**config.mk**
```make
export PLATFORM = sky130hd
export DESIGN_NAME = tinker_fetch
export DESIGN_NICKNAME = d
export VERILOG_FILES = /design/src/logic/tinker_pkg.sv /design/src/logic/tinker_fetch.sv
export VERILOG_INCLUDE_DIRS = /design/src /design/src/logic
export SDC_FILE = /design/constraint.sdc
export NUM_CORES = 1
export LEC_CHECK = 0
export BUFFER_PORTS_ARGS = -buffer_cell sky130_fd_sc_hd__buf_2
export CAP_MARGIN = 10
export CORE_ASPECT_RATIO = 1.1
export CORE_MARGIN = 8
export CORE_UTILIZATION = 49
export CTS_CLUSTER_DIAMETER = 50
export DETAILED_ROUTE_END_ITERATION = 16
export HOLD_SLACK_MARGIN = 0.08
export PLACE_DENSITY = 0.79
export SYNTH_ARGS = -nofsm -noshare
export SYNTH_HDL_FRONTEND = slang
export SYNTH_SLANG_ARGS = --single-unit
```
**constraint.sdc**
```tcl
create_clock -name clk -period 3.08 [get_ports clk]
set_input_delay 0.77 -clock clk [delete_from_list [all_inputs] [get_ports clk]]
set_output_delay 0.77 -clock clk [all_outputs]
set_load 0.02 [all_outputs]
```
**src/logic/tinker_macros.svh**
```systemverilog
/*
 * Tinker core constants
 * Widths, reset values, memory size and the nop encoding
 */

`ifndef TINKER_MACROS_SVH
`define TINKER_MACROS_SVH

// Datapath widths
`define XLEN 64
`define ILEN 32
`define ADDR_W 32

// Reset values
`define PC_RESET 64'h0000_0000_0000_2000 // First fetch address
`define SP_RESET 64'h0000_0000_0008_0000 // Stack pointer in r31

// Unified byte memory
`define MEM_BYTES 65536

// Halt-class opcode with literal 1, so decode treats it as an empty slot
`define NOP_WORD 32'h7800_0001

`endif

```
**src/logic/tinker_pkg.sv**
```systemverilog
/*
 * Tinker core types
 * Opcode encoding and the payloads passed between pipeline stages
 */

`include "tinker_macros.svh"

package tinker_pkg;

    // Kept opcodes in their Tinker encodings
    typedef enum logic [4:0] {
        OP_AND    = 5'h00,
        OP_OR     = 5'h01,
        OP_XOR    = 5'h02,
        OP_NOT    = 5'h03,
        OP_SHFTR  = 5'h04,
        OP_SHFTRI = 5'h05,
        OP_SHFTL  = 5'h06,
        OP_SHFTLI = 5'h07,
        OP_PRIV   = 5'h0F, // Halt with literal 0, nop otherwise
        OP_LOAD   = 5'h10,
        OP_MOV_RR = 5'h11,
        OP_MOV_L  = 5'h12,
        OP_STORE  = 5'h13,
        OP_ADD    = 5'h18,
        OP_ADDI   = 5'h19,
        OP_SUB    = 5'h1A,
        OP_SUBI   = 5'h1B,
        OP_MUL    = 5'h1C
    } opcode_e;

    // Instruction word split into fields
    typedef struct packed {
        opcode_e     opcode;
        logic [4:0]  rd;
        logic [4:0]  rs;
        logic [4:0]  rt;
        logic [11:0] lit;
    } instr_t;

    // Decode to execute
    typedef struct packed {
        logic              valid;
        opcode_e           opcode;
        logic [4:0]        rd;
        logic [`XLEN-1:0]  pc;
        logic [`XLEN-1:0]  operand1; // Value of rs
        logic [`XLEN-1:0]  operand2; // Value of rt or sign-extended literal
        logic [`XLEN-1:0]  rd_val;   // Old value of rd
    } decoded_t;

    // Execute to memory and result
    typedef struct packed {
        logic               valid;
        logic [4:0]         rd;
        logic               reg_wr;
        logic               is_load;
        logic               is_store;
        logic [`ADDR_W-1:0] addr;
        logic [`XLEN-1:0]   store_data;
        logic [`XLEN-1:0]   alu_result;
    } mem_req_t;

    // Register write as seen on the core output
    typedef struct packed {
        logic             valid;
        logic [4:0]       rd;
        logic [`XLEN-1:0] data;
    } wb_t;

    // Program load request
    typedef struct packed {
        logic               strobe;
        logic [`ADDR_W-1:0] addr;
        logic [`ILEN-1:0]   word;
    } load_t;

endpackage

```
**src/logic/tinker_fetch.sv**
```systemverilog
/*
 * Tinker fetch stage
 * Program counter with start and halt gating, feeding the fetch/decode register
 */

`timescale 1ns/1ps
`include "tinker_macros.svh"

module tinker_fetch import tinker_pkg::*; (
    input  logic             clk,
    input  logic             reset,
    input  logic             start,
    input  logic             halt,
    output logic [`XLEN-1:0] fetch_addr,
    input  logic [`ILEN-1:0] instr_word,
    output instr_t           if_instr,
    output logic [`XLEN-1:0] if_pc,
    output logic             if_valid
);

    logic [`XLEN-1:0] pc;
    logic             run;

    assign run        = start && !halt; // Stops for good once decode halts
    assign fetch_addr = pc;

    always_ff @(posedge clk or posedge reset) begin
        if (reset) begin
            pc       <= `PC_RESET;
            if_valid <= 1'b0;
        end else begin
            if (!start) pc <= `PC_RESET;
            else if (run) pc <= pc + `XLEN'd4;
            if_valid <= run;
        end
    end

    // Squashed slots carry the nop word
    always_ff @(posedge clk) begin
        if_instr <= run ? instr_t'(instr_word) : instr_t'(`NOP_WORD);
        if_pc    <= pc;
    end

endmodule

```
==> summary.txt <==
Logic synthesis
  • Synth top area share: about a third
  • Most instantiated library cell after synthesis: dfxtp_1
  • Distinct cell type count after synthesis: 43
  • Async SR Flop Fraction: between 40% and 50%
  • Post-synth top area cell: dfxtp_1
  • YS warnings: 0
  • Area contributors post-synth: dfxtp_1 34%, dfrtp_1 28%, xor2_1 3.7%, and2_1 3.3%, nand4_1 3.3%
  • Seq/Total Area, Yosys: between 60% and 70%
  • Synth Register Bits: 157
  • Post-synth EDFFs: 0
  • Synthesized instance count: between 400 and 500
  • Mapped Area: ~5500 um2
  • Top_reg_cell synth: dfxtp_1
  • Commonest cells in the synthesized netlist: 94 x dfxtp_1, 62 x dfrtp_1, 45 x nor2_1
  • Syn avg cell area: 11.1 um2

Final layout
  • Area Growth Syn to Fin: 34.1%
  • FILL cells: 883
  • Final #Nets: between 700 and 800
  • Layout cell share with drive strength beyond 1: between 30 and 40%
  • Antenna cells: 0
  • Share of the core filled with cells: approximately 67%
  • Final instance area: approximately 7300 um2

Clock tree
  • Clk buf depth: 2
  • CTS Buf Count: 17
  • Post-CTS Resized: 0
  • CTS clk-pin slew, worst paths: 0.06 ns
  • Post-CTS setup buffer count: 0
  • Worst-Skew Late Latency: roughly 0.42 ns
  • CTS root buf: clkbuf_16
  • Hold Buf Count CTS: 0
  • H-tree Lvls: 4
  • Clock sinks: approximately 160
  • CTS tree: built

Routing
  • First-pass DRT Iterations: 5
  • Iter 0 DRT Violations: 265
  • Final wirelength: roughly 15 mm
  • Vias: between 4000 and 5000
  • Via density: ~5.3
  • DRC: 0
  • Post-route ant nets: 0
  • Routed wire per std cell: 17.0 um

STA
  • Max Clock Freq: 0.384 GHz
  • RSZ-0062 raised after global routing: false
  • Hold Violations, Final: 0
  • Final min period: 2.61 ns
  • Max-slew violation count: 0
  • Measured slew at the worst slew-check pin: 0.748 ns
  • Final hold slack: about 0.42 ns
  • Worst relative slew slack: 50.1%
  • Final setup viols: 0
  • Setup TNS: 0 ns
  • Period utilization: 84.6%
  • Clock Skews: between 0.007 and 0.008 ns

Worst setup path
  • CP startpoint: fetch_addr[2]
  • Reg2reg start: fetch_addr[2]
  • CP Capture Type: register
  • CP Cell Sequence: ha_1 -> nand4_1 -> nor4_2 -> nand3_1 -> or4_1 -> a21oi_1
  • Critical setup path kind: reg -> reg
  • Critical path's largest stage delay: approximately 0.63 ns
  • WP data required: roughly 3.4 ns
  • CP max FO: 12
  • Crit-path slowest cell: or4_1
  • Worst setup SP type: register
  • Crit path DAT: about 2.9 ns

Power and ir drop
  • Static leakage: between 3 and 4 nW
  • VDD IR max: around 0.32 mV
  • Cell Pwr Density: roughly 630 nW/um2

Global route
  • GRT overflow: 0
  • Largest net degree at the start of global routing: 44
  • Total track usage: about a fifth
  • Vias in the first global route: between 4000 and 5000
  • Initial antenna violation count: 0
  • First-pass GRT wire length: 23.2 mm

Floorplan
  • Die ar.: 14800 um2
  • Row cnt: 40
  • Core Region: approximately 11000 um2
  • Die Wd: 117 um
  • Io pins: 197
  • Starting Density: between 50% and 60%
  • Die H: between 100 and 150 um

Worst hold path
  • Tightest Hold Check Type: reg -> reg
  • HP Start: fetch_addr[63]

Place
  • Post-DP HPWL: between 10 and 15 mm
  • IO buf count: 192
  • GPL Wtd Cong: a little under 0.9
  • DP Area: 6620 um2

Run
  • Max-Cap Viols: 0

Outcome
  • Status: finished, final reports clean
## area by class of cell
type	count	area [um2]	area share (%)
clock buffers	25	561	7.66
clock inverters	7	141	1.93
inverters	11	41.3	0.564
multi-input cells	307	1880	25.7
flip-flops and latches	157	3460	47.3
well taps	147	184	2.51
repair buffers	202	1050	14.3
## critical path, delay by kind of cell, from the launching register on
family / cells / cell delay (ns)
simple gates: 4 / 1.60
flops: 1 / 0.46
fa+ha+maj: 1 / 0.28
compound gates: 1 / 0.17
## per-stage QoR
stage / instances / worst slack (ns) / power, mW
detailed placement: 824 / 0.279 / 2.26
global placement: 824 / 0.348 / 2.26
CTS: 856 / 0.450 / 4.64
floorplan: 493 / 0.742 / 2.20
global route: 856 / 0.289 / 4.75
finish: 856 / 0.474 / 4.61
## cells by family after synthesis
| family | count (synthesis) | synth area share [%] |
|---|---|---|
| other | 1 | 0.0687 |
| flip-flops | 157 | 63.4 |
| multiplexers | 3 | 0.550 |
| adder cells (fa/ha/maj) | 1 | 0.229 |
| buffers and inverters | 29 | 2.32 |
| AND/OR/NAND/NOR | 217 | 23.1 |
| AO/OA/AOI/OAI | 47 | 4.72 |
| XOR/XNOR | 35 | 5.62 |
## flip-flops by register name, indices dropped and copies added, names as in the netlist
register	flops
if_pc	62
if_valid	1
if_instr	32
fetch_addr	62
## final timing paths
check	to	slack [ns]	cells after the start
max in group asynchronous	fetch_addr[59]	1.98	3
worst min-delay path	if_pc[63]	0.42	0
worst max register to register	fetch_addr[48]	0.47	6
worst min register to register	if_pc[63]	0.42	0
worst max-delay path	fetch_addr[48]	0.47	6
min in group asynchronous	fetch_addr[41]	0.48	2
## metal layers
layer	global-route usage, %	wire length (um)	up-vias
met5	0	0	-
met4	8.75	363	0
met3	8.78	1770	35
met2	32.7	7020	256
met1	22.1	5420	2158
li1	-	-	2104
## placed cells by master (no fill, tap or decap), types with 6 or more instances in the layout
cell type	synthesis	final
or3_1	19	19
inv_1	10	9
and2_1	29	29
dfxtp_1	94	94
nand3_1	17	17
and3_1	8	8
o21ai_0	15	15
or4_1	10	10
buf_2	2	192
buf_4	4	9
o31ai_1	8	8
nor2_1	45	45
nand2_1	25	25
xnor2_1	12	12
a21oi_1	23	23
xor2_1	23	23
clkbuf_16	0	21
dfrtp_1	62	62
nand4_1	29	29
nor4_1	6	6
## where the power goes
part           internal [mW]  switching, mW  leakage, nW
Sequential              2.07        0.00999         1.64
Combinational         0.0484         0.0915         1.56
Clock                   1.60          0.792        0.341
Total                   3.71          0.894         3.53
Power figures use the tool's default switching activity.
