--- src/logic/tinker_macros.svh ---
/*
 * Tinker core constants
 * Widths, reset values, memory size and the nop encoding
 */

`ifndef TINKER_MACROS_SVH
`define TINKER_MACROS_SVH

// Datapath widths
`define XLEN 64
`define ILEN 32
`define ADDR_W 32

// Reset values
`define PC_RESET 64'h0000_0000_0000_2000 // First fetch address
`define SP_RESET 64'h0000_0000_0008_0000 // Stack pointer in r31

// Unified byte memory
`define MEM_BYTES 65536

// Halt-class opcode with literal 1, so decode treats it as an empty slot
`define NOP_WORD 32'h7800_0001

`endif

--- src/logic/tinker_pkg.sv ---
/*
 * Tinker core types
 * Opcode encoding and the payloads passed between pipeline stages
 */

`include "tinker_macros.svh"

package tinker_pkg;

    // Kept opcodes in their Tinker encodings
    typedef enum logic [4:0] {
        OP_AND    = 5'h00,
        OP_OR     = 5'h01,
        OP_XOR    = 5'h02,
        OP_NOT    = 5'h03,
        OP_SHFTR  = 5'h04,
        OP_SHFTRI = 5'h05,
        OP_SHFTL  = 5'h06,
        OP_SHFTLI = 5'h07,
        OP_PRIV   = 5'h0F, // Halt with literal 0, nop otherwise
        OP_LOAD   = 5'h10,
        OP_MOV_RR = 5'h11,
        OP_MOV_L  = 5'h12,
        OP_STORE  = 5'h13,
        OP_ADD    = 5'h18,
        OP_ADDI   = 5'h19,
        OP_SUB    = 5'h1A,
        OP_SUBI   = 5'h1B,
        OP_MUL    = 5'h1C
    } opcode_e;

    // Instruction word split into fields
    typedef struct packed {
        opcode_e     opcode;
        logic [4:0]  rd;
        logic [4:0]  rs;
        logic [4:0]  rt;
        logic [11:0] lit;
    } instr_t;

    // Decode to execute
    typedef struct packed {
        logic              valid;
        opcode_e           opcode;
        logic [4:0]        rd;
        logic [`XLEN-1:0]  pc;
        logic [`XLEN-1:0]  operand1; // Value of rs
        logic [`XLEN-1:0]  operand2; // Value of rt or sign-extended literal
        logic [`XLEN-1:0]  rd_val;   // Old value of rd
    } decoded_t;

    // Execute to memory and result
    typedef struct packed {
        logic               valid;
        logic [4:0]         rd;
        logic               reg_wr;
        logic               is_load;
        logic               is_store;
        logic [`ADDR_W-1:0] addr;
        logic [`XLEN-1:0]   store_data;
        logic [`XLEN-1:0]   alu_result;
    } mem_req_t;

    // Register write as seen on the core output
    typedef struct packed {
        logic             valid;
        logic [4:0]       rd;
        logic [`XLEN-1:0] data;
    } wb_t;

    // Program load request
    typedef struct packed {
        logic               strobe;
        logic [`ADDR_W-1:0] addr;
        logic [`ILEN-1:0]   word;
    } load_t;

endpackage

--- src/logic/tinker_decode.sv ---
/*
 * Tinker decode stage
 * Field split, operand selection and halt detection,
 * feeding the decode/execute register
 */

`timescale 1ns/1ps
`include "tinker_macros.svh"

module tinker_decode import tinker_pkg::*; (
    input  logic             clk,
    input  logic             reset,
    input  instr_t           if_instr,
    input  logic [`XLEN-1:0] if_pc,
    input  logic             if_valid,
    output logic [4:0]       rs_addr,
    output logic [4:0]       rt_addr,
    output logic [4:0]       rd_addr,
    input  logic [`XLEN-1:0] rs_val,
    input  logic [`XLEN-1:0] rt_val,
    input  logic [`XLEN-1:0] rd_val,
    output logic             halt,
    output decoded_t         dec
);

    logic             uses_lit;
    logic [`XLEN-1:0] lit_sext;
    logic             halt_now;
    logic             halt_q;
    decoded_t         dec_d;

    assign rs_addr = if_instr.rs;
    assign rt_addr = if_instr.rt;
    assign rd_addr = if_instr.rd;

    // Forms that take the literal in place of rt
    assign uses_lit = if_instr.opcode inside {OP_ADDI, OP_SUBI, OP_SHFTRI, OP_SHFTLI,
                                              OP_MOV_L, OP_LOAD, OP_STORE};
    assign lit_sext = {{(`XLEN-12){if_instr.lit[11]}}, if_instr.lit};

    // ------------------------------------------------
    // Sticky halt
    // ------------------------------------------------
    assign halt_now = if_valid && (if_instr.opcode == OP_PRIV) && (if_instr.lit == 12'h000);
    assign halt     = halt_now || halt_q;

    always_ff @(posedge clk or posedge reset) begin
        if (reset) halt_q <= 1'b0;
        else if (halt_now) halt_q <= 1'b1;
    end

    // ------------------------------------------------
    // Decode/execute register
    // ------------------------------------------------
    always_comb begin
        dec_d.valid    = if_valid;
        dec_d.opcode   = if_instr.opcode;
        dec_d.rd       = if_instr.rd;
        dec_d.pc       = if_pc;
        dec_d.operand1 = rs_val;
        dec_d.operand2 = uses_lit ? lit_sext : rt_val;
        dec_d.rd_val   = rd_val;
    end

    always_ff @(posedge clk or posedge reset) begin
        if (reset) dec.valid <= 1'b0;
        else dec <= dec_d;
    end

endmodule

--- config.mk ---
export PLATFORM = sky130hd
export DESIGN_NAME = tinker_decode
export DESIGN_NICKNAME = d
export VERILOG_FILES = /design/src/logic/tinker_pkg.sv /design/src/logic/tinker_decode.sv
export VERILOG_INCLUDE_DIRS = /design/src /design/src/logic
export SDC_FILE = /design/constraint.sdc
export NUM_CORES = 1
export LEC_CHECK = 0
export ABC_AREA = 1
export ABC_CLOCK_PERIOD_IN_PS = 13600
export BUFFER_PORTS_ARGS = -buffer_cell sky130_fd_sc_hd__buf_2
export CAP_MARGIN = 20
export CORE_AREA = 2 2 226 228
export CTS_BUF_LIST = sky130_fd_sc_hd__clkbuf_2 sky130_fd_sc_hd__clkbuf_4 sky130_fd_sc_hd__clkbuf_8
export CTS_CLUSTER_SIZE = 40
export DETAILED_ROUTE_END_ITERATION = 8
export DIE_AREA = 0 0 228 230
export PLACE_DENSITY_LB_ADDON = 0.15
export REMOVE_ABC_BUFFERS = 1
export SLEW_MARGIN = 20
export SYNTH_ARGS = -nofsm -noshare
export SYNTH_HDL_FRONTEND = slang
export SYNTH_SLANG_ARGS = --single-unit
--- constraint.sdc ---
create_clock -name clk -period 13.6 [get_ports clk]
set_clock_uncertainty 0.05 [all_clocks]
set_input_delay 1.36 -clock clk [delete_from_list [all_inputs] [get_ports clk]]
set_output_delay 1.36 -clock clk [all_outputs]
set_load 0.005 [all_outputs]
==> results of run 1 <==
## Yosys cell counts
cell	n	area (µm²)
buf_4	20	150
nand2_1	83	312
inv_1	7	26.3
nand2_2	1	6.26
dfrtp_1	2	50.1
nor3_1	1	5.00
nand3_2	20	200
nand3b_1	1	7.51
nand2_4	1	11.3
a21boi_1	1	7.51
nor2_1	10	37.5
edfxtp_1	266	7990
buf_6	15	169
nand3_1	46	230
## power by group
part | switching (mW) | internal (mW)
combinational | 0.0976 | 0.0836
sequential | 0.0158 | 0.991
clock | 0.354 | 0.430
## metal layers
metal	GRT usage (%)	vias to the layer above	share of wire, %
met4	3.64	8	2.2
met5	0	-	0.19
met3	6.00	52	11
li1	-	2913	-
met1	12.0	2976	37
met2	18.5	342	49
## metrics by stage
stage	power, mW	setup WS [ns]	area (µm²)	instances	hold slack [ns]
detailed placement	1.21	9.05	12500	1668	0.391
global placement	1.21	9.05	12500	1668	0.399
global route	2.07	9.85	13500	1761	0.427
floorplan	1.08	5.27	8880	439	0.372
CTS	2.02	9.75	13500	1761	0.414
finish	1.97	10.09	13500	1761	0.416
## state kept, by name (all words and copies together) (netlist names)
register / flops
halt_q: 1
dec: 267
## worst max path at each step
| stage | from | endpoint | cells past startpoint |
|---|---|---|---|
| 2_1_floorplan | reset | dec[266] | 1 |
| 3_3_place_gp | reset | dec[83] | 4 |
| 3_5_place_dp | reset | dec[104] | 4 |
| 4_1_cts | reset | dec[102] | 4 |
| 5_1_grt | reset | dec[87] | 4 |
| 6_report | reset | dec[83] | 4 |
## layout make-up
type / instances / share of cell area, %
Tap cell: 672 / 6.22
Clock buffer: 65 / 6.06
Clock inverter: 28 / 1.28
Timing Repair Buffer: 557 / 20.7
Inverter: 7 / 0.250
Multi-Input combinational cell: 164 / 6.06
Sequential cell: 268 / 59.4
## kinds of logic after synthesis
family / after synthesis / synth area share (%)
AO/OA/AOI/OAI: 1 / 0.0816
buffers and inverters: 42 / 3.75
flip-flops: 268 / 87.4
AND/OR/NAND/NOR: 163 / 8.80
## worst max-delay path: cells and delay by family
family / cells / cell delay (ns)
buf+inv: 4 / 2.18
==> flow_metrics.py, run 1 <==
metrics = {
    "yosys": {
        "syn-cell-area_um2": 9200,
        "synth_cell_types": 14,
        "syn_inst": 474,
        "synth.avg_cell_area_um2": 19.4,
        "ys_seq_elements": 268,
        "yosys_warnings": 0,
        "yosysSeqAreaShare_pct": 87.4,
    },
    "hold_path": {
        "worstHoldStart": "halt_q",
        "worstHoldPathCells": 2,
        "worstHoldEndpoint": "halt_q",
        "worst_hold_path_type": "reg -> reg",
    },
    "setup_path": {
        "reg2reg_depth": 2,
        "path_class": "in -> reg",
        "worstReg2RegEnd": "halt_q",
        "end_kind": "register",
        "reg2reg_slack_ns": 12.96,
        "crit_chain": "buf_2 -> inv_8 -> buf_6 -> buf_4",
        "cp_max_fo": 133,
        "r2r_start": "halt_q",
        "worst_ep_arrival_time_ns": 3.68,
        "crit_slowest_cell": "buf_4",
        "critPathRequiredTime_ns": 13.77,
        "cp_slowest_stage_delay_ns": 0.76,
        "worstSetupStartpointType": "input port",
    },
    "place": {
        "gp_congestion": 0.803,
        "portBuffers": 553,
        "dp_hpwl_mm": 22.0,
    },
    "floorplan": {
        "core_area_um2": 49900,
        "initial_core_util_pct": 18.5,
        "io_pins": 574,
        "std_cell_rows": 82,
        "die_h_um": 230,
        "die_w_um": 228,
        "die-area_um2": 52400,
    },
    "finish": {
        "drive_gt1_share_pct": 60.1,
        "final_common_cell": "buf_2",
        "n_antenna_cell": 0,
        "nets": 1341,
        "post-route-util_pct": 27.1,
        "nFillCells": 5329,
        "layout_common_cells": "553 x buf_2, 266 x edfxtp_1, 82 x nand2_1, 53 x clkbuf_8, 46 x nand3_1",
        "syn_to_final_growth_pct": 47.0,
        "seq_area_um2": 8040,
        "multi_input_area_um2": 820,
    },
    "cts": {
        "cts_tree": "done",
        "holdBufCountCts": 0,
        "post_cts_buffers": 0,
        "clkSinkCount": 268,
        "cts_htree_levels": 2,
        "insertion_delay_ns": 0.59,
        "clk_pin_slew_worst_paths_ns": 0.05,
        "cts_resized": 0,
        "clockBufferDepth": 3,
        "clockRootBuffer": "clkbuf_8",
        "numCtsBuffers": 52,
    },
    "power": {
        "power_density_nw_per_um2": 146,
        "vdd_ir_drop_max_v": 0.0000565,
        "p_leak_nw": 5.94,
    },
    "timing": {
        "tightest_slew_ns": 0.990,
        "rsz0062_at_grt": "false",
        "setup_viol_count_final": 0,
        "fmax_mhz": 285,
        "drv_slew": 0,
        "relSlewSlack_pct": 34.0,
        "final.period_utilization_pct": 25.8,
        "finalSetupTns_ns": 0,
        "finalHoldViolCount": 0,
        "layout_min_cycle_time_ns": 3.51,
    },
    "global_routing": {
        "grt_antenna_before_repair": 4,
        "grt_pass1_wl_mm": 43.2,
        "grt_max_degree": 134,
        "grtUsageTotal_pct": 11.1,
        "overflow": 0,
        "grt_pass1_vias": 6527,
    },
    "drt": {
        "ant_nets": 0,
        "via_count": 6291,
        "drc": 0,
        "drtIter0Drc": 225,
        "totalWireLength_mm": 30.4,
        "first_pass_iters": 4,
        "post_drt_via_cell_ratio": 3.57,
        "wl_per_cell_um": 17.3,
    },
    "status": {
        "status": "finished, final reports clean",
    },
    "job": {
        "maxCapViolCount": 0,
    },
}
No activity file was read; power rests on OpenSTA's default activity.
==> run 2: changes to the inputs <==
--- a/config.mk
+++ b/config.mk
@@ -7,7 +7,7 @@
 export NUM_CORES = 1
 export LEC_CHECK = 0
 export ABC_AREA = 1
-export ABC_CLOCK_PERIOD_IN_PS = 13600
+export ABC_CLOCK_PERIOD_IN_PS = 3500
 export BUFFER_PORTS_ARGS = -buffer_cell sky130_fd_sc_hd__buf_2
 export CAP_MARGIN = 20
 export CORE_AREA = 2 2 226 228
==> constraint.sdc (replaced) <==
create_clock -name clk -period 3.5 [get_ports clk]
set_clock_uncertainty 0.05 [all_clocks]
set_input_delay 0.35 -clock clk [delete_from_list [all_inputs] [get_ports clk]]
set_output_delay 0.35 -clock clk [all_outputs]
set_load 0.005 [all_outputs]
==> flow_metrics.py, run 2 (synthesized netlist as in run 1, its figures left out) <==
metrics = {
    "cts": {
        "insertion_delay_ns": 0.59,
        "cts_resized": 0,
        "clkSinkCount": 268,
        "post_cts_buffers": 0,
        "clk_pin_slew_worst_paths_ns": 0.06,
        "cts_htree_levels": 2,
        "clockBufferDepth": 3,
        "cts_tree": "done",
        "clockRootBuffer": "clkbuf_8",
        "numCtsBuffers": 51,
    },
    "global_routing": {
        "overflow": 0,
        "grt_pass1_wl_mm": 47.5,
        "grt_max_degree": 97,
        "grt_antenna_before_repair": 4,
        "grt_pass1_vias": 7796,
        "grtUsageTotal_pct": 11.9,
    },
    "power": {
        "vdd_ir_drop_max_v": 0.000234,
        "power_density_nw_per_um2": 486,
        "p_leak_nw": 7.16,
    },
    "drt": {
        "post_drt_via_cell_ratio": 3.59,
        "drc": 0,
        "drtIter0Drc": 200,
        "ant_nets": 0,
        "first_pass_iters": 4,
        "wl_per_cell_um": 15.7,
        "via_count": 7341,
        "totalWireLength_mm": 32.1,
    },
    "timing": {
        "tightest_slew_ns": 0.915,
        "setup_viol_count_final": 0,
        "fmax_mhz": 423,
        "rsz0062_at_grt": "false",
        "relSlewSlack_pct": 39.0,
        "finalHoldViolCount": 0,
        "final.period_utilization_pct": 67.6,
        "drv_slew": 0,
        "layout_min_cycle_time_ns": 2.37,
    },
    "setup_path": {
        "end_kind": "register",
        "critPathRequiredTime_ns": 3.91,
        "worst_ep_arrival_time_ns": 2.77,
        "path_class": "in -> reg",
        "cp_max_fo": 64,
        "worstSetupStartpointType": "input port",
    },
    "floorplan": {
        "io_pins": 574,
        "die_w_um": 228,
        "die_h_um": 230,
        "std_cell_rows": 82,
        "die-area_um2": 52400,
        "core_area_um2": 49900,
        "initial_core_util_pct": 18.5,
    },
    "hold_path": {
        "worst_hold_path_type": "in -> reg",
    },
    "finish": {
        "regMostFlops": "dec",
        "nets": 1623,
        "final_common_cell": "buf_2",
        "drive_gt1_share_pct": 48.2,
        "syn_to_final_growth_pct": 78.1,
        "nFillCells": 5080,
        "largest_register_ffs": 267,
        "finalNonFillerCells": 2043,
        "layout_common_cells": "553 x buf_2, 278 x dlygate4sd3_1, 266 x edfxtp_1, 82 x nand2_1, 52 x clkbuf_8",
        "reg_top3": "dec x267, halt_q x1",
        "post-route-util_pct": 32.9,
    },
    "place": {
        "dp.cells": 1673,
        "gp_congestion": 0.779,
        "portBuffers": 553,
        "dp_hpwl_mm": 22.2,
    },
    "job": {
        "maxCapViolCount": 0,
    },
    "status": {
        "status": "finished, final reports clean",
    },
}
## run 2: cell count changes in the layout (fill, tap and decap cells not counted), sizes merged, moves of 2 or more
| cell | before | now |
|---|---|---|
| dlygate4sd3 | 0 | 278 |
| clkinvlp | 3 | 1 |
| clkinv | 23 | 25 |
| buf | 557 | 562 |
| clkbuf | 65 | 61 |
## run 2: layout make-up
type	instances	area, µm²	area share [%]
Antenna cell	1	2.50	0.0153
Clock inverter	30	210	1.28
Sequential cell	268	8040	49.1
Clock buffer	61	783	4.78
Timing Repair Buffer	840	5660	34.5
Inverter	7	33.8	0.206
Tap cell	672	841	5.13
Multi-Input combinational cell	164	820	5.00
## run 2: final timing paths
path | cells past startpoint | endpoint | startpoint | slack (ns)
max reg2reg | 2 | halt_q | halt_q | 2.87
max in group asynchronous | 3 | dec[266] | reset | 2.83
min | 6 | halt_q | if_instr[3] | 0.14
min reg2reg | 2 | halt_q | halt_q | 0.40
min in group asynchronous | 3 | halt_q | reset | 0.35
max | 9 | dec[66] | if_instr[31] | 1.13
## run 2: worst max-delay path: stages
cell and delay [ns]:
dlygate4sd3_1 0.53, buf_2 0.15, inv_1 0.06, nor2_1 0.03
nand3b_1 0.11, buf_4 0.71, nand3_1 0.16, nand2_1 0.11
dlygate4sd3_1 0.55
## run 2: what timing repair did
item,4_1_cts,5_1_grt
hold endpoints to repair,268,0
endpoints found under the setup margin,0,0
hold buffers,278,0
## run 2: where the power goes
part           switching [mW]  internal (mW)  total, mW  leakage [nW]
combinational           0.434          0.544      0.978          4.01
sequential             0.0666           3.85       3.91          2.62
clock                    1.38           1.70       3.08         0.520
total                    1.88           6.09       7.97          7.16
## run 2: metrics by stage
step | power (mW) | TNS, ns | hold WS [ns] | area [µm²] | setup WS (ns)
finish | 7.97 | 0 | 0.135 | 16400 | 1.13
global route | 8.38 | 0 | 0.116 | 16400 | 1.04
CTS | 8.15 | 0 | 0.0599 | 16400 | 1.20
detailed placement | 4.71 | 0 | 0.390 | 12600 | 1.55
global placement | 4.71 | 0 | 0.389 | 12600 | 1.60
floorplan | 4.20 | -720.68 | 0.331 | 8880 | -3.82
## run 2: layer usage
layer	vias to the layer above	track usage (%)	part of all wire (%)
li1	3477	-	-
met4	2	4.74	2.7
met5	-	0	0.050
met2	350	20.3	50
met1	3459	13.2	38
met3	53	4.72	9.2
==> run 3: changes to the inputs <==
--- a/config.mk
+++ b/config.mk
@@ -7,7 +7,7 @@
 export NUM_CORES = 1
 export LEC_CHECK = 0
 export ABC_AREA = 1
-export ABC_CLOCK_PERIOD_IN_PS = 3500
+export ABC_CLOCK_PERIOD_IN_PS = 2100
 export BUFFER_PORTS_ARGS = -buffer_cell sky130_fd_sc_hd__buf_2
 export CAP_MARGIN = 20
 export CORE_AREA = 2 2 226 228
==> constraint.sdc (replaced) <==
create_clock -name clk -period 2.1 [get_ports clk]
set_clock_uncertainty 0.05 [all_clocks]
set_input_delay 0.21 -clock clk [delete_from_list [all_inputs] [get_ports clk]]
set_output_delay 0.21 -clock clk [all_outputs]
set_load 0.005 [all_outputs]
==> flow_metrics.py, run 3 (synthesized netlist as in run 1, its figures left out) <==
metrics = {
    "global_routing": {
        "grt_antenna_before_repair": 1,
        "grtUsageTotal_pct": 12.2,
        "grt_pass1_wl_mm": 49.1,
        "grt_max_degree": 72,
        "overflow": 0,
        "grt_pass1_vias": 8202,
    },
    "finish": {
        "final_common_cell": "buf_2",
        "reg_top3": "dec x267, halt_q x1",
        "n_antenna_cell": 0,
        "syn_to_final_growth_pct": 81.4,
        "largest_register_ffs": 267,
        "regMostFlops": "dec",
        "finalNonFillerCells": 2063,
        "nFillCells": 5105,
        "nets": 1644,
        "drive_gt1_share_pct": 48.9,
        "layout_common_cells": "553 x buf_2, 289 x dlygate4sd3_1, 266 x edfxtp_1, 82 x nand2_1, 53 x clkbuf_8",
    },
    "setup_path": {
        "worstSetupStartpointType": "input port",
        "crit_chain": "dlygate4sd3_1 -> buf_2 -> inv_1 -> nor2_1 -> nand3b_1 -> nand2_2 -> nand2_4 -> nand2_1 -> dlygate4sd3_1",
        "worst_ep_arrival_time_ns": 2.30,
        "end_kind": "register",
        "cp_max_fo": 20,
        "cp_slowest_stage_delay_ns": 0.57,
        "critical_path.most_common_cell": "dlygate4sd3_1",
        "crit_slowest_cell": "dlygate4sd3_1",
        "timing.critical_path.buf_inv": 4,
        "r2r_start": "halt_q",
        "reg2reg_depth": 2,
        "path_class": "in -> reg",
        "crit_start": "if_instr[31]",
        "critical_path.top_delay_family": "buffers and inverters",
        "worst-path-stages": 9,
        "critPathRequiredTime_ns": 2.40,
    },
    "drt": {
        "wl_met1_mm": 12.5,
        "met3_length_mm": 3.24,
        "ant_nets": 0,
        "first_pass_iters": 7,
        "post_drt_via_cell_ratio": 3.62,
        "route.met2.wl_mm": 16.6,
        "wl_per_cell_um": 16.0,
        "drtIter0Drc": 179,
        "top_layer": "met5",
        "via_count": 7468,
        "drc": 0,
        "totalWireLength_mm": 33.1,
    },
    "floorplan": {
        "initial_core_util_pct": 18.5,
        "io_pins": 574,
        "die_w_um": 228,
        "core_area_um2": 49900,
        "die-area_um2": 52400,
        "die_h_um": 230,
        "std_cell_rows": 82,
    },
    "cts": {
        "clk_pin_slew_worst_paths_ns": 0.06,
        "cts_tree": "done",
        "post_cts_buffers": 0,
        "numCtsBuffers": 51,
        "holdBufCountCts": 289,
        "clkSinkCount": 268,
        "cts_htree_levels": 2,
        "insertion_delay_ns": 0.60,
        "cts_resized": 0,
        "clockBufferDepth": 3,
        "clockRootBuffer": "clkbuf_8",
    },
    "place": {
        "gp_congestion": 0.764,
        "dp_hpwl_mm": 23.0,
        "portBuffers": 553,
        "dp.cells": 1683,
    },
    "power": {
        "vdd_ir_drop_max_v": 0.000363,
        "power_density_nw_per_um2": 812,
        "power_mw": 13.5,
        "p_leak_nw": 7.30,
    },
    "timing": {
        "rsz0062_at_grt": "false",
        "layout_min_cycle_time_ns": 2.00,
        "finalHoldViolCount": 0,
        "fmax_mhz": 501,
        "relSlewSlack_pct": 72.2,
        "setup_viol_count_final": 0,
        "hold_slack_ns": 0.0840,
        "tightest_slew_ns": 0.418,
        "final.period_utilization_pct": 95.1,
        "drv_slew": 0,
    },
    "hold_path": {
        "worstHoldStart": "if_instr[11]",
        "worstHoldPathCells": 3,
        "worst_hold_path_type": "in -> reg",
    },
    "job": {
        "maxCapViolCount": 0,
    },
    "status": {
        "status": "finished, final reports clean",
    },
}
[run 3: power breakdown]
part           internal, mW  switching [mW]
combinational         0.955           0.740
sequential             6.41           0.110
clock                  3.05            2.28
[run 3: routing by layer]
layer,up-vias,global-route usage [%]
met4,2,3.86
met1,3537,13.3
li1,3520,-
met3,63,5.49
met5,-,0
met2,346,21.2
[run 3: worst reg2reg max path, stage by stage (launching register included)]
cell	delay (ns)
dfrtp_1	0.37
inv_1	0.07
nand2_1	0.05
[run 3: final timing paths]
path / end / slack [ns]
worst max-delay path: dec[113] / 0.10
worst min-delay path: dec[92] / 0.08
worst max register to register: halt_q / 1.46
worst min register to register: halt_q / 0.42
max in group asynchronous: dec[266] / 1.25
min in group asynchronous: halt_q / 0.63
[run 3: layout make-up]
cell class              instances  area [µm²]  share of cell area (%)
flip-flops and latches        268        8040                    48.1
clock inverters                18         166                   0.997
clock buffers                  73         880                    5.27
repair buffers                861        5920                    35.4
well taps                     672         841                    5.04
inverters                       7        33.8                   0.202
multi-input cells             164         820                    4.91
[run 3: through the flow]
stage | setup TNS [ns] | area, µm² | setup slack, ns | util [%]
2_1_floorplan | -1119.47 | 8880 | -5.08 | -
3_3_place_gp | 0 | 12800 | 0.342 | 25.6
3_5_place_dp | 0 | 12800 | 0.322 | 25.6
4_1_cts | 0 | 16700 | 0.194 | 33.5
5_1_grt | 0 | 16700 | 0.00491 | 33.5
6_report | 0 | 16700 | 0.104 | 33.5
