`src/logic/tinker_macros.svh`:
```
/*
 * Tinker core constants
 * Widths, reset values, memory size and the nop encoding
 */

`ifndef TINKER_MACROS_SVH
`define TINKER_MACROS_SVH

// Datapath widths
`define XLEN 64
`define ILEN 32
`define ADDR_W 32

// Reset values
`define PC_RESET 64'h0000_0000_0000_2000 // First fetch address
`define SP_RESET 64'h0000_0000_0008_0000 // Stack pointer in r31

// Unified byte memory
`define MEM_BYTES 65536

// Halt-class opcode with literal 1, so decode treats it as an empty slot
`define NOP_WORD 32'h7800_0001

`endif

```
`src/logic/tinker_pkg.sv`:
```
/*
 * Tinker core types
 * Opcode encoding and the payloads passed between pipeline stages
 */

`include "tinker_macros.svh"

package tinker_pkg;

    // Kept opcodes in their Tinker encodings
    typedef enum logic [4:0] {
        OP_AND    = 5'h00,
        OP_OR     = 5'h01,
        OP_XOR    = 5'h02,
        OP_NOT    = 5'h03,
        OP_SHFTR  = 5'h04,
        OP_SHFTRI = 5'h05,
        OP_SHFTL  = 5'h06,
        OP_SHFTLI = 5'h07,
        OP_PRIV   = 5'h0F, // Halt with literal 0, nop otherwise
        OP_LOAD   = 5'h10,
        OP_MOV_RR = 5'h11,
        OP_MOV_L  = 5'h12,
        OP_STORE  = 5'h13,
        OP_ADD    = 5'h18,
        OP_ADDI   = 5'h19,
        OP_SUB    = 5'h1A,
        OP_SUBI   = 5'h1B,
        OP_MUL    = 5'h1C
    } opcode_e;

    // Instruction word split into fields
    typedef struct packed {
        opcode_e     opcode;
        logic [4:0]  rd;
        logic [4:0]  rs;
        logic [4:0]  rt;
        logic [11:0] lit;
    } instr_t;

    // Decode to execute
    typedef struct packed {
        logic              valid;
        opcode_e           opcode;
        logic [4:0]        rd;
        logic [`XLEN-1:0]  pc;
        logic [`XLEN-1:0]  operand1; // Value of rs
        logic [`XLEN-1:0]  operand2; // Value of rt or sign-extended literal
        logic [`XLEN-1:0]  rd_val;   // Old value of rd
    } decoded_t;

    // Execute to memory and result
    typedef struct packed {
        logic               valid;
        logic [4:0]         rd;
        logic               reg_wr;
        logic               is_load;
        logic               is_store;
        logic [`ADDR_W-1:0] addr;
        logic [`XLEN-1:0]   store_data;
        logic [`XLEN-1:0]   alu_result;
    } mem_req_t;

    // Register write as seen on the core output
    typedef struct packed {
        logic             valid;
        logic [4:0]       rd;
        logic [`XLEN-1:0] data;
    } wb_t;

    // Program load request
    typedef struct packed {
        logic               strobe;
        logic [`ADDR_W-1:0] addr;
        logic [`ILEN-1:0]   word;
    } load_t;

endpackage

```
`src/logic/tinker_result.sv`:
```
/*
 * Tinker result stage
 * Memory/result register and write-back source select
 */

`timescale 1ns/1ps
`include "tinker_macros.svh"

module tinker_result import tinker_pkg::*; (
    input  logic             clk,
    input  logic             reset,
    input  mem_req_t         req,
    input  logic [`XLEN-1:0] load_data,
    output wb_t              wb
);

    wb_t wb_d;

    always_comb begin
        wb_d.valid = req.valid && req.reg_wr; // Stores and nops write nothing
        wb_d.rd    = req.rd;
        wb_d.data  = req.is_load ? load_data : req.alu_result;
    end

    // One-cycle pulse per register write
    always_ff @(posedge clk or posedge reset) begin
        if (reset) wb.valid <= 1'b0;
        else wb <= wb_d;
    end

endmodule

```
`config.mk`:
```
export PLATFORM = sky130hd
export DESIGN_NAME = tinker_result
export DESIGN_NICKNAME = d
export VERILOG_FILES = /design/src/logic/tinker_pkg.sv /design/src/logic/tinker_result.sv
export VERILOG_INCLUDE_DIRS = /design/src /design/src/logic
export SDC_FILE = /design/constraint.sdc
export NUM_CORES = 1
export LEC_CHECK = 0
export BUFFER_PORTS_ARGS = -buffer_cell sky130_fd_sc_hd__clkbuf_2
export CAP_MARGIN = 40
export CORE_AREA = 2 2 119 121
export CTS_BUF_LIST = sky130_fd_sc_hd__clkbuf_4 sky130_fd_sc_hd__clkbuf_8
export DETAILED_ROUTE_END_ITERATION = 7
export DIE_AREA = 0 0 121 123
export HOLD_SLACK_MARGIN = 0.15
export PLACE_DENSITY_LB_ADDON = 0.15
export SETUP_SLACK_MARGIN = 0.05
export SLEW_MARGIN = 20
export SYNTH_ARGS = -nofsm -noshare
export SYNTH_HDL_FRONTEND = slang
export SYNTH_SLANG_ARGS = --single-unit
export TNS_END_PERCENT = 10
```
`constraint.sdc`:
```
create_clock -name clk -period 2.5 [get_ports clk]
set_clock_uncertainty 0.05 [all_clocks]
set_input_delay 0.375 -clock clk [delete_from_list [all_inputs] [get_ports clk]]
set_output_delay 0.375 -clock clk [all_outputs]
set_load 0.02 [all_outputs]
```
==> insert_results.sql, run 1 <==
INSERT INTO impl_metrics (metric_group, metric, value, unit) VALUES
('sta', 'slew-limit-headroom', '64.1', '%'),
('synth', 'leading_area_contributor_after_synthesis', 'edfxtp_1', ''),
('clock_network', 'post_cts.resized_instances', '0', ''),
('place', 'numPortBuffers', '207', ''),
('floorplanning', 'ioPinCount', '305', ''),
('worst_setup_path', 'worstPathRequired', '2.44', 'ns'),
('final_layout', 'reg.largest.list', 'wb: 70 flops', ''),
('floorplanning', 'core_region_area', '13600', 'sq um'),
('final_layout', 'highest_count_cells_in_the_layout_ignoring_fill_and_taps', 'clkbuf_2, edfxtp_1, mux2_4, clkbuf_8, dlygate4sd3_1', ''),
('final_layout', 'num-fill-cells', '1321', ''),
('clock_network', 'worst_setup_hold_path_clk_slew', '0.07', 'ns'),
('global_route', 'grt_max_degree', '42', ''),
('detailed_routing', 'route.detailed.wl_per_inst', '14.8', 'microns'),
('sta', 'grt_setup_unrepaired', 'no', ''),
('worst_setup_path', 'timing.critical_path.slowest_cell_delay', '0.54', 'ns'),
('global_route', 'antenna_found_initial', '0', ''),
('detailed_routing', 'vias', '2113', ''),
('synth', 'synth_top_area_share', '65.1', '%'),
('place', 'gp_congestion', '0.693', ''),
('sta', 'final_hold_viol_count', '0', ''),
('sta', 'achievable-frequency', '0.626', 'GHz'),
('worst_setup_path', 'timing.critical_path.fanout_max', '41', ''),
('final_layout', 'fraction_of_layout_cells_with_a_size_suffix_above_1', '78.7', '%'),
('floorplanning', 'rows', '43', ''),
('final_layout', 'regArea', '2100', 'sq um'),
('synth', 'syn-instance-count', '143', ''),
('sta', 'worst_pin_slew', '0.539', 'ns'),
('floorplanning', 'die_w', '121', 'microns'),
('synth', 'syn_area', '3180', 'sq um'),
('place', 'dp.final_hpwl', '6210', 'microns'),
('detailed_routing', 'detailedRoute.firstIterationViolations', '71', ''),
('clock_network', 'post_cts.repair.setup_buffers', '0', ''),
('clock_network', 'clock-root-buffer', 'clkbuf_8', ''),
('clock_network', 'tritoncts.num_buffers', '9', ''),
('final_layout', 'most_frequent_standard_cell_in_the_layout_excluding_fill_and_tap_cells', 'clkbuf_2', ''),
('global_route', 'grt_pass1_wl', '11800', 'microns'),
('detailed_routing', 'drt_first_pass_iters', '4', ''),
('final_layout', 'registers.top_by_ff_count', 'wb', ''),
('flow_run', 'maxCapViolations', '0', ''),
('final_layout', 'multi_input_logic_area', '952', 'sq um'),
('run_status', 'status', 'finished clean', ''),
('worst_setup_path', 'worst_setup_path_start_kind', 'input port', ''),
('clock_network', 'cts_tree', 'yes', ''),
('global_route', 'grt_pass1_vias', '2324', ''),
('floorplanning', 'die_height', '123', 'microns'),
('detailed_routing', 'drt_drc_violations_left', '0', ''),
('worst_setup_path', 'timing.critical_path.arrival', '1.54', 'ns'),
('power_and_ir_drop', 'power.density', '621', 'nW/um^2'),
('clock_network', 'cts-htree-levels', '3', ''),
('synth', 'ys_ff_latch', '70', ''),
('sta', 'final_critical_path_setup_slack', '0.902', 'ns'),
('sta', 'report.final.slew_viol_count', '0', ''),
('detailed_routing', 'detail_route.vias_per_cell', '3.83', ''),
('hold_path', 'min-delay-path-class', 'input port to flip-flop', ''),
('synth', 'synth_sequential_area_ratio', '65.9', '%'),
('floorplanning', 'fp.dieArea', '14900', 'sq um'),
('global_route', 'global_route.overflow_total', '0', ''),
('clock_network', 'clk_path_buf_depth', '2', ''),
('final_layout', 'largest_reg_flops', '70', ''),
('sta', 'post_route_minimum_period', '1.60', 'ns'),
('sta', 'tns', '0', 'ns'),
('worst_setup_path', 'cp_slowest_cell', 'dlygate4sd3_1', ''),
('synth', 'mappedNetlistNets', '378', ''),
('global_route', 'grt_util_all_layers', '10.9', '%'),
('synth', 'syn-mean-instance-area', '22.3', 'sq um'),
('worst_setup_path', 'worstSetupPathType', 'input port to flip-flop', ''),
('worst_setup_path', 'cp_cell_sequence', 'dlygate4sd3_1, clkbuf_2, inv_2, buf_4', ''),
('place', 'pre_cts_ws', '0.781', 'ns'),
('detailed_routing', 'wirelength', '8130', 'microns'),
('floorplanning', 'initial_utilization', '23.4', '%'),
('power_and_ir_drop', 'max-vdd-ir-drop', '230', 'uV');
## cell usage after synthesis, drive strengths merged
cell / instances
edfxtp: 69
mux2: 64
dfrtp: 1
buf: 7
and2: 1
inv: 1
## per-layer routing
metal	global-route usage [%]	routed length (microns)	vias up
met5	0	0	-
met4	7.70	262	0
met3	5.67	1080	16
met2	16.5	3650	132
met1	11.6	3140	958
li1	-	-	1007
## final timing paths
check                      startpoint                to  slack (ns)  depth (start not counted)
min in group asynchronous       reset  wb[69]$_DFF_PP0_        0.66                          4
max                             reset  wb[67]$_DFFE_PN_        0.90                          4
max in group asynchronous       reset  wb[69]$_DFF_PP0_        1.39                          4
min                            req[8]   wb[8]$_DFFE_PN_        0.26                          2
## metrics by stage
| stage | total power, mW | hold slack, ns | std cells | area, sq um |
|---|---|---|---|---|
| final | 2.88 | 0.263 | 551 | 4640 |
| after global routing | 3.02 | 0.246 | 551 | 4640 |
| after CTS | 2.95 | 0.235 | 551 | 4640 |
| after detailed placement | 2.03 | 0.485 | 527 | 4370 |
| after global placement | 2.03 | 0.480 | 527 | 4370 |
| after floorplan | 1.80 | 0.424 | 143 | 3180 |
## critical path: cells and delay by family
| kind | cells | cell delay [ns] |
|---|---|---|
| buffers and inverters | 4 | 1.13 |
## cell families after synthesis
kind of cell,after synthesis,synth area share (%)
buf+inv,8,4.24
flops,70,65.9
mux,64,29.7
simple gates,1,0.197
## power breakdown
part	internal (mW)	total, mW	switching (mW)	leakage [nW]
logic	0.274	0.561	0.287	1.44
registers	1.41	1.45	0.0312	0.688
clock network	0.458	0.872	0.413	0.101
total	2.15	2.88	0.732	2.23
## what timing repair did
action	in CTS	in global routing
endpoints found under the setup margin	0	0
hold endpoints to repair	7	0
hold buffers	8	0
## final cells by class
| type | count | area share [%] |
|---|---|---|
| Sequential cell | 70 | 45.2 |
| Timing Repair Buffer | 219 | 25.3 |
| Multi-Input combinational cell | 65 | 20.5 |
| Inverter | 1 | 0.0809 |
| Clock buffer | 15 | 3.91 |
| Clock inverter | 1 | 0.108 |
| Tap cell | 180 | 4.86 |
Power figures use the tool's default switching activity.
==> run 2: changes to the inputs <==
==> constraint.sdc (replaced) <==
create_clock -name clk -period 1.4 [get_ports clk]
set_clock_uncertainty 0.05 [all_clocks]
set_input_delay 0.21 -clock clk [delete_from_list [all_inputs] [get_ports clk]]
set_output_delay 0.21 -clock clk [all_outputs]
set_load 0.02 [all_outputs]
==> run 2 against run 1 <==
  * Synthesized cell count unchanged
  * The run now fails in clock tree synthesis
  * Synthesized area unchanged
==> insert_results.sql, run 2 <==
INSERT INTO impl_metrics (metric_group, metric, value, unit) VALUES
('run_status', 'status', 'did not finish', ''),
('synth', 'synth_enable_flop_cells', '69', ''),
('place', 'dp.final_hpwl', '6150', 'microns'),
('place', 'numPortBuffers', '207', ''),
('synth', 'ys_types', '8', ''),
('synth', 'syn-mean-instance-area', '22.3', 'sq um'),
('synth', 'synth.cells.most_frequent', 'edfxtp_1, mux2_4, buf_12', ''),
('floorplanning', 'rows', '43', ''),
('clock_network', 'cts_hold_buffers', '110', ''),
('synth', 'mappedNetlistNets', '378', ''),
('synth', 'yosysMostFrequentCell', 'edfxtp_1', ''),
('clock_network', 'clock-root-buffer', 'clkbuf_8', ''),
('synth', 'synth_warnings', '0', ''),
('floorplanning', 'ioPinCount', '305', ''),
('synth', 'ys_ff_latch', '70', ''),
('place', 'placedInstanceArea', '4400', 'sq um'),
('synth', 'leading_area_contributor_after_synthesis', 'edfxtp_1', ''),
('synth', 'syn-instance-count', '143', ''),
('clock_network', 'tritoncts.num_buffers', '9', ''),
('run_status', 'error', '[ERROR RSZ-0060] Max buffer count reached.', ''),
('synth', 'synthFlopType', 'edfxtp_1', ''),
('synth', 'syn_area', '3180', 'sq um'),
('clock_network', 'post_cts.resized_instances', '0', ''),
('place', 'count_of_placed_standard_cells_including_taps', '529', ''),
('clock_network', 'cts-htree-levels', '3', ''),
('run_status', 'lastStage', 'clock tree synthesis', ''),
('place', 'gp_congestion', '0.679', ''),
('clock_network', 'post_cts.repair.setup_buffers', '0', ''),
('synth', 'synth.top_cells.by_area', 'edfxtp_1, mux2_4, buf_12', ''),
('synth', 'synth_top_area_share', '65.1', '%'),
('clock_network', 'clk_path_buf_depth', '2', ''),
('synth', 'synth_sequential_area_ratio', '65.9', '%'),
('floorplanning', 'die_height', '123', 'microns'),
('floorplanning', 'initial_utilization', '23.4', '%'),
('clock_network', 'numClockSinks', '70', ''),
('floorplanning', 'die_w', '121', 'microns'),
('synth', 'synth_async_sr_flop_share', '1.43', '%');
==> run 2: per-stage QoR <==
stage	setup WS (ns)	hold slack [ns]	utilization [%]
after detailed placement	0.0985	0.244	32.3
after global placement	0.109	0.241	32.3
after floorplan	-0.225	0.259	-
==> run 2: logic make-up after synthesis <==
group / Yosys count / synth area share [%]
AND/OR/NAND/NOR: 1 / 0.197
buffers and inverters: 8 / 4.24
multiplexers: 64 / 29.7
flip-flops: 70 / 65.9
==> run 3: changes to the inputs <==
--- a/config.mk
+++ b/config.mk
@@ -8,13 +8,10 @@
 export LEC_CHECK = 0
 export BUFFER_PORTS_ARGS = -buffer_cell sky130_fd_sc_hd__clkbuf_2
 export CAP_MARGIN = 40
-export CORE_AREA = 2 2 119 121
-export CTS_BUF_LIST = sky130_fd_sc_hd__clkbuf_4 sky130_fd_sc_hd__clkbuf_8
+export CORE_AREA = 2 2 118 120
 export DETAILED_ROUTE_END_ITERATION = 7
-export DIE_AREA = 0 0 121 123
-export HOLD_SLACK_MARGIN = 0.15
+export DIE_AREA = 0 0 120 122
 export PLACE_DENSITY_LB_ADDON = 0.15
-export SETUP_SLACK_MARGIN = 0.05
 export SLEW_MARGIN = 20
 export SYNTH_ARGS = -nofsm -noshare
 export SYNTH_HDL_FRONTEND = slang
==> constraint.sdc (replaced) <==
create_clock -name clk -period 1.8 [get_ports clk]
set_clock_uncertainty 0.05 [all_clocks]
set_input_delay 0.27 -clock clk [delete_from_list [all_inputs] [get_ports clk]]
set_output_delay 0.27 -clock clk [all_outputs]
set_load 0.02 [all_outputs]
==> run 3 against run 2 <==
  * The run now ends clean
==> insert_results.sql, run 3 (synthesis results as in run 1) <==
INSERT INTO impl_metrics (metric_group, metric, value, unit) VALUES
('clock_network', 'numClockSinks', '70', ''),
('worst_setup_path', 'cpLargestDelayFamily', 'flip-flops', ''),
('final_layout', 'num_antenna_cells', '0', ''),
('flow_run', 'maxCapViolations', '0', ''),
('floorplanning', 'die_height', '122', 'microns'),
('global_route', 'antenna_found_initial', '0', ''),
('clock_network', 'post_cts.resized_instances', '0', ''),
('run_status', 'status', 'finished clean', ''),
('worst_setup_path', 'worstSetupPathType', 'flip-flop to output port', ''),
('detailed_routing', 'route.detailed.wl_per_inst', '12.9', 'microns'),
('detailed_routing', 'drt_drc_violations_left', '0', ''),
('sta', 'tns', '0', 'ns'),
('global_route', 'grt_util_all_layers', '9.63', '%'),
('final_layout', 'layout.nets', '595', ''),
('clock_network', 'cts-htree-levels', '3', ''),
('detailed_routing', 'antenna_left', '0', ''),
('sta', 'worst_pin_slew', '0.434', 'ns'),
('power_and_ir_drop', 'max-vdd-ir-drop', '446', 'uV'),
('final_layout', 'most_frequent_standard_cell_in_the_layout_excluding_fill_and_tap_cells', 'clkbuf_2', ''),
('worst_setup_path', 'cp_slowest_cell', 'edfxtp_1', ''),
('final_layout', 'syn_to_final_growth', '49.6', '%'),
('final_layout', 'largest_reg_flops', '70', ''),
('worst_setup_path', 'worst_setup_path_start_kind', 'flip-flop', ''),
('sta', 'report.final.slew_viol_count', '0', ''),
('sta', 'grt_setup_unrepaired', 'no', ''),
('floorplanning', 'ioPinCount', '305', ''),
('sta', 'slew-limit-headroom', '71.1', '%'),
('place', 'numPortBuffers', '207', ''),
('floorplanning', 'die_w', '120', 'microns'),
('worst_setup_path', 'worstPathRequired', '1.48', 'ns'),
('final_layout', 'reg.largest.list', 'wb: 70 flops', ''),
('clock_network', 'cts_tree', 'yes', ''),
('final_layout', 'registers.top_by_ff_count', 'wb', ''),
('detailed_routing', 'vias', '2033', ''),
('power_and_ir_drop', 'p_leak', '2.28', 'nW'),
('clock_network', 'tritoncts.num_buffers', '9', ''),
('clock_network', 'clock-root-buffer', 'clkbuf_16', ''),
('clock_network', 'cts_hold_buffers', '0', ''),
('place', 'gp_congestion', '0.669', ''),
('detailed_routing', 'drt_first_pass_iters', '4', ''),
('final_layout', 'fraction_of_layout_cells_with_a_size_suffix_above_1', '80.3', '%'),
('detailed_routing', 'detail_route.vias_per_cell', '3.73', ''),
('sta', 'final_hold_viol_count', '0', ''),
('global_route', 'grt_max_degree', '37', ''),
('detailed_routing', 'detailroute.wirelength.met2', '3190', 'microns'),
('final_layout', 'num-fill-cells', '1339', ''),
('sta', 'achievable-frequency', '0.838', 'GHz'),
('clock_network', 'post_cts.repair.setup_buffers', '0', ''),
('worst_setup_path', 'timing.critical_path.slowest_cell_delay', '0.38', 'ns'),
('worst_setup_path', 'cp_cell_sequence', 'clkbuf_2', ''),
('sta', 'setup_viol', '0', ''),
('power_and_ir_drop', 'power.density', '1030', 'nW/um^2'),
('global_route', 'global_route.overflow_total', '0', ''),
('floorplanning', 'initial_utilization', '23.6', '%'),
('detailed_routing', 'wirelength', '7060', 'microns'),
('clock_network', 'clk_path_buf_depth', '2', ''),
('floorplanning', 'rows', '43', ''),
('final_layout', 'post-route-util', '35.3', '%'),
('sta', 'post_route_minimum_period', '1.19', 'ns'),
('sta', 'min_period_over_period', '66.3', '%'),
('worst_setup_path', 'worst_setup_path_end_kind', 'output port', ''),
('global_route', 'grt_pass1_vias', '2094', ''),
('floorplanning', 'core_region_area', '13500', 'sq um'),
('worst_setup_path', 'cp.buffers_inverters', '1', ''),
('final_layout', 'highest_count_cells_in_the_layout_ignoring_fill_and_taps', 'clkbuf_2, edfxtp_1, mux2_4, clkbuf_16', ''),
('worst_setup_path', 'timing.critical_path.arrival', '0.87', 'ns'),
('detailed_routing', 'routedLengthMet1', '2860', 'microns'),
('floorplanning', 'fp.dieArea', '14600', 'sq um'),
('global_route', 'grt_pass1_wl', '10500', 'microns'),
('hold_path', 'min-delay-path-class', 'input port to async pin', ''),
('detailed_routing', 'top_signal_layer_used', 'met4', ''),
('clock_network', 'worst_setup_hold_path_clk_slew', '0.06', 'ns'),
('worst_setup_path', 'timing.critical_path.fanout_max', '1', ''),
('detailed_routing', 'detailedRoute.firstIterationViolations', '39', ''),
('detailed_routing', 'met3_length', '872', 'microns');
run 3: routing by layer:
| layer | GRT usage [%] | vias up |
|---|---|---|
| met1 | 11.4 | 897 |
| met2 | 14.3 | 132 |
| li1 | - | 995 |
| met5 | 0 | - |
| met4 | 5.74 | 0 |
| met3 | 4.40 | 9 |
run 3: how the worst max path moves through the flow:
stage,from,cells after the start,to,slack [ns]
floorplan,reset,1,wb[0]$_DFFE_PN_,0.12
global placement,req[161],3,wb[40]$_DFFE_PN_,0.42
detailed placement,req[161],3,wb[39]$_DFFE_PN_,0.40
CTS,wb[39]$_DFFE_PN_,1,wb[39],0.57
global route,wb[37]$_DFFE_PN_,1,wb[37],0.55
finish,wb[7]$_DFFE_PN_,1,wb[7],0.61
run 3: power by group:
group          switching (mW)  internal [mW]  total [mW]
combinational           0.384          0.375       0.759
sequential             0.0364           1.97        2.00
clock                   0.651           1.49        2.14
total                    1.07           3.83        4.90
run 3: final cells by class:
class / count / area [sq um] / share of cell area [%]
tap: 180 / 225 / 4.73
sequential: 70 / 2100 / 44.0
clock buffer: 9 / 225 / 4.73
timing repair buffer: 213 / 1120 / 23.5
multi-input combinational: 65 / 952 / 20.0
inverter: 1 / 7.51 / 0.158
clock inverter: 7 / 136 / 2.86
run 3: per-stage QoR:
| step | hold slack (ns) | std cells | area [sq um] | power [mW] | setup WS [ns] |
|---|---|---|---|---|---|
| floorplan | 0.319 | 143 | 3190 | 2.50 | 0.115 |
| global placement | 0.396 | 529 | 4400 | 2.81 | 0.417 |
| detailed placement | 0.398 | 529 | 4400 | 2.81 | 0.405 |
| CTS | 0.0298 | 545 | 4760 | 5.00 | 0.566 |
| global route | 0.0520 | 545 | 4760 | 5.11 | 0.553 |
| finish | 0.0485 | 545 | 4760 | 4.90 | 0.607 |
run 3: tightest hold or removal path: cells and delay by family:
| family | cells | cell delay [ns] |
|---|---|---|
| buf+inv | 3 | 0.56 |
==> run 4: changes to the inputs <==
--- a/config.mk
+++ b/config.mk
@@ -6,11 +6,12 @@
 export SDC_FILE = /design/constraint.sdc
 export NUM_CORES = 1
 export LEC_CHECK = 0
+export ABC_AREA = 1
 export BUFFER_PORTS_ARGS = -buffer_cell sky130_fd_sc_hd__clkbuf_2
 export CAP_MARGIN = 40
-export CORE_AREA = 2 2 118 120
+export CORE_AREA = 2 2 120 122
 export DETAILED_ROUTE_END_ITERATION = 7
-export DIE_AREA = 0 0 120 122
+export DIE_AREA = 0 0 122 124
 export PLACE_DENSITY_LB_ADDON = 0.15
 export SLEW_MARGIN = 20
 export SYNTH_ARGS = -nofsm -noshare
==> constraint.sdc (replaced) <==
create_clock -name clk -period 1.2 [get_ports clk]
set_clock_uncertainty 0.05 [all_clocks]
set_input_delay 0.18 -clock clk [delete_from_list [all_inputs] [get_ports clk]]
set_output_delay 0.18 -clock clk [all_outputs]
set_load 0.02 [all_outputs]
==> run 4 against run 3 <==
  * Die area up 3.3%
  * Design area decreased by 4.3%
  * Final cell count rose by 25%
  * Non-clock buffer count grew 7
==> insert_results.sql, run 4 <==
INSERT INTO impl_metrics (metric_group, metric, value, unit) VALUES
('synth', 'synth_xor_area_share', '0', '%'),
('worst_setup_path', 'timing.critical_path.fanout_max', '1', ''),
('clock_network', 'clock-root-buffer', 'clkbuf_16', ''),
('detailed_routing', 'detail_route.vias_per_cell', '3.86', ''),
('detailed_routing', 'antenna_left', '0', ''),
('synth', 'syn-mean-instance-area', '10.6', 'sq um'),
('worst_setup_path', 'timing.critical_path.slowest_cell_delay', '0.38', 'ns'),
('worst_setup_path', 'worst_setup_path_start_kind', 'flip-flop', ''),
('floorplanning', 'core_region_area', '13700', 'sq um'),
('clock_network', 'cts-htree-levels', '3', ''),
('run_status', 'status', 'finished clean', ''),
('sta', 'final_hold_viol_count', '0', ''),
('power_and_ir_drop', 'power.density', '1450', 'nW/um^2'),
('detailed_routing', 'drt_first_pass_iters', '5', ''),
('place', 'gp_congestion', '0.677', ''),
('final_layout', 'syn_to_final_growth', '54.4', '%'),
('synth', 'mappedNetlistNets', '514', ''),
('floorplanning', 'die_w', '122', 'microns'),
('floorplanning', 'rows', '43', ''),
('synth', 'yosysMostFrequentCell', 'nand2_1', ''),
('global_route', 'global_route.overflow_total', '0', ''),
('sta', 'whs', '0.0591', 'ns'),
('clock_network', 'clk_path_buf_depth', '2', ''),
('floorplanning', 'initial_utilization', '21.5', '%'),
('synth', 'leading_area_contributor_after_synthesis', 'edfxtp_1', ''),
('final_layout', 'fraction_of_layout_cells_with_a_size_suffix_above_1', '45.0', '%'),
('final_layout', 'num_antenna_cells', '0', ''),
('detailed_routing', 'route.detailed.wl_per_inst', '12.3', 'microns'),
('sta', 'achievable-frequency', '0.894', 'GHz'),
('sta', 'slew-limit-headroom', '81.1', '%'),
('floorplanning', 'ioPinCount', '305', ''),
('synth', 'syn_area', '2950', 'sq um'),
('clock_network', 'tritoncts.num_buffers', '9', ''),
('worst_setup_path', 'cp_slowest_cell', 'edfxtp_1', ''),
('synth', 'synth_top_family_by_area', 'simple AND/OR/NAND/NOR gates', ''),
('clock_network', 'numClockSinks', '70', ''),
('synth', 'yosys.area_share.simple', '24.5', '%'),
('place', 'count_of_placed_standard_cells_including_taps', '658', ''),
('power_and_ir_drop', 'p_leak', '2.34', 'nW'),
('worst_setup_path', 'cp_cell_sequence', 'clkbuf_2', ''),
('synth', 'ys_ff_latch', '70', ''),
('synth', 'synth_top_area_share', '70.2', '%'),
('detailed_routing', 'detailedRoute.firstIterationViolations', '112', ''),
('synth', 'synth_adder_area_share', '0', '%'),
('synth', 'ys_types', '8', ''),
('sta', 'setup_viol', '0', ''),
('sta', 'post_route_minimum_period', '1.12', 'ns'),
('synth', 'synth_async_sr_flop_share', '1.43', '%'),
('final_layout', 'fin_area', '4560', 'sq um'),
('final_layout', 'layout.cells.non_filler', '682', ''),
('place', 'numPortBuffers', '207', ''),
('global_route', 'grt_pass1_wl', '12200', 'microns'),
('synth', 'syn-instance-count', '279', ''),
('sta', 'min_period_over_period', '93.2', '%'),
('detailed_routing', 'vias', '2635', ''),
('synth', 'synth.cells.most_frequent', 'nand2_1, edfxtp_1, buf_2, clkbuf_8, inv_1', ''),
('synth', 'synth_enable_flop_cells', '69', ''),
('worst_setup_path', 'worstPathRequired', '0.97', 'ns'),
('place', 'placedInstanceArea', '4200', 'sq um'),
('final_layout', 'highest_count_cells_in_the_layout_ignoring_fill_and_taps', 'clkbuf_2, nand2_1, edfxtp_1, clkbuf_16, dlygate4sd3_1', ''),
('sta', 'grt_setup_unrepaired', 'no', ''),
('worst_setup_path', 'worst_setup_path_endpoint', 'wb[43]', ''),
('place', 'dp.final_hpwl', '6150', 'microns'),
('synth', 'synth_warnings', '0', ''),
('global_route', 'antenna_found_initial', '0', ''),
('detailed_routing', 'wirelength', '8360', 'microns'),
('floorplanning', 'fp.dieArea', '15100', 'sq um'),
('worst_setup_path', 'worstSetupPathType', 'flip-flop to output port', ''),
('power_and_ir_drop', 'total_chip_power', '6.62', 'mW'),
('worst_setup_path', 'cpLargestDelayFamily', 'flip-flops', ''),
('final_layout', 'registers.top_by_ff_count', 'wb', ''),
('flow_run', 'maxCapViolations', '0', ''),
('final_layout', 'largest_reg_flops', '70', ''),
('final_layout', 'post-route-util', '33.2', '%'),
('global_route', 'grt_pass1_vias', '2485', ''),
('floorplanning', 'die_height', '124', 'microns'),
('worst_setup_path', 'cp.buffers_inverters', '1', ''),
('hold_path', 'min-delay-path-class', 'input port to flip-flop', ''),
('detailed_routing', 'drt_drc_violations_left', '0', ''),
('sta', 'worst_pin_slew', '0.283', 'ns'),
('power_and_ir_drop', 'max-vdd-ir-drop', '660', 'uV'),
('worst_setup_path', 'worst_setup_path_end_kind', 'output port', ''),
('synth', 'post_synth_mux_area_share', '0', '%'),
('final_layout', 'reg.largest.list', 'wb: 70 flops', ''),
('synth', 'compound_gate_fraction_of_synth_area', '0', '%'),
('clock_network', 'worst_setup_hold_path_clk_slew', '0.06', 'ns'),
('global_route', 'grt_util_all_layers', '10.9', '%'),
('final_layout', 'num-fill-cells', '1492', ''),
('sta', 'report.final.slew_viol_count', '0', ''),
('final_layout', 'layout.nets', '732', ''),
('synth', 'synth_sequential_area_ratio', '71.0', '%'),
('clock_network', 'cts_tree', 'yes', ''),
('synth', 'synthFlopType', 'edfxtp_1', ''),
('global_route', 'grt_max_degree', '65', ''),
('final_layout', 'most_frequent_standard_cell_in_the_layout_excluding_fill_and_tap_cells', 'clkbuf_2', ''),
('worst_setup_path', 'worst-path-stages', '1', ''),
('synth', 'synth.top_cells.by_area', 'edfxtp_1, nand2_1, clkbuf_8', ''),
('worst_setup_path', 'timing.critical_path.arrival', '0.89', 'ns'),
('worst_setup_path', 'crit_path_start', 'wb[43]$_DFFE_PN_', '');
==> run 4: kinds of logic after synthesis <==
group | after synthesis
buffers and inverters | 16
DFF | 70
and+or+nand+nor | 193
==> run 4: routing by layer <==
layer	routed length, microns	share of wire [%]	vias up	global-route usage (%)
li1	-	-	1330	-
met1	3530	42	1149	12.4
met2	3550	42	143	16.8
met3	1130	14	13	6.14
met4	150	1.8	0	4.96
met5	0	0	-	0
==> run 4: final cells by class <==
type	count	area, sq um	share of cell area (%)
multi-input combinational	193	724	15.9
tap	180	225	4.94
sequential	70	2100	46.0
clock buffer	11	233	5.10
timing repair buffer	220	1220	26.7
inverter	3	15.0	0.329
clock inverter	5	50.0	1.10
==> run 4: repair_timing <==
action                    in CTS  in global routing
hold buffers                   8                  0
buffers inserted               0                  0
hold endpoints to repair       7                  0
resized for setup              0                  0
==> run 4: worst min path at each step <==
stage            startpoint               end  depth (start not counted)
2_1_floorplan      req[163]  wb[64]$_DFFE_PN_                          0
3_3_place_gp          reset  wb[69]$_DFF_PP0_                          3
3_5_place_dp          reset  wb[69]$_DFF_PP0_                          3
4_1_cts             req[58]  wb[58]$_DFFE_PN_                          3
5_1_grt        load_data[3]   wb[3]$_DFFE_PN_                          3
6_report             req[8]   wb[8]$_DFFE_PN_                          3
==> run 4: where the power goes <==
part	leakage (nW)	total, mW	switching (mW)	internal [mW]
registers	0.686	3.01	0.0601	2.95
clock network	0.135	2.54	0.954	1.59
logic	1.52	1.07	0.653	0.416
total	2.34	6.62	1.67	4.96
==> run 4: per-stage QoR <==
stage | worst slack [ns] | setup TNS (ns)
2_1_floorplan | -0.395 | -27.25
3_3_place_gp | 0.157 | 0
3_5_place_dp | 0.166 | 0
4_1_cts | 0.0523 | 0
5_1_grt | 0.0205 | 0
6_report | 0.0812 | 0
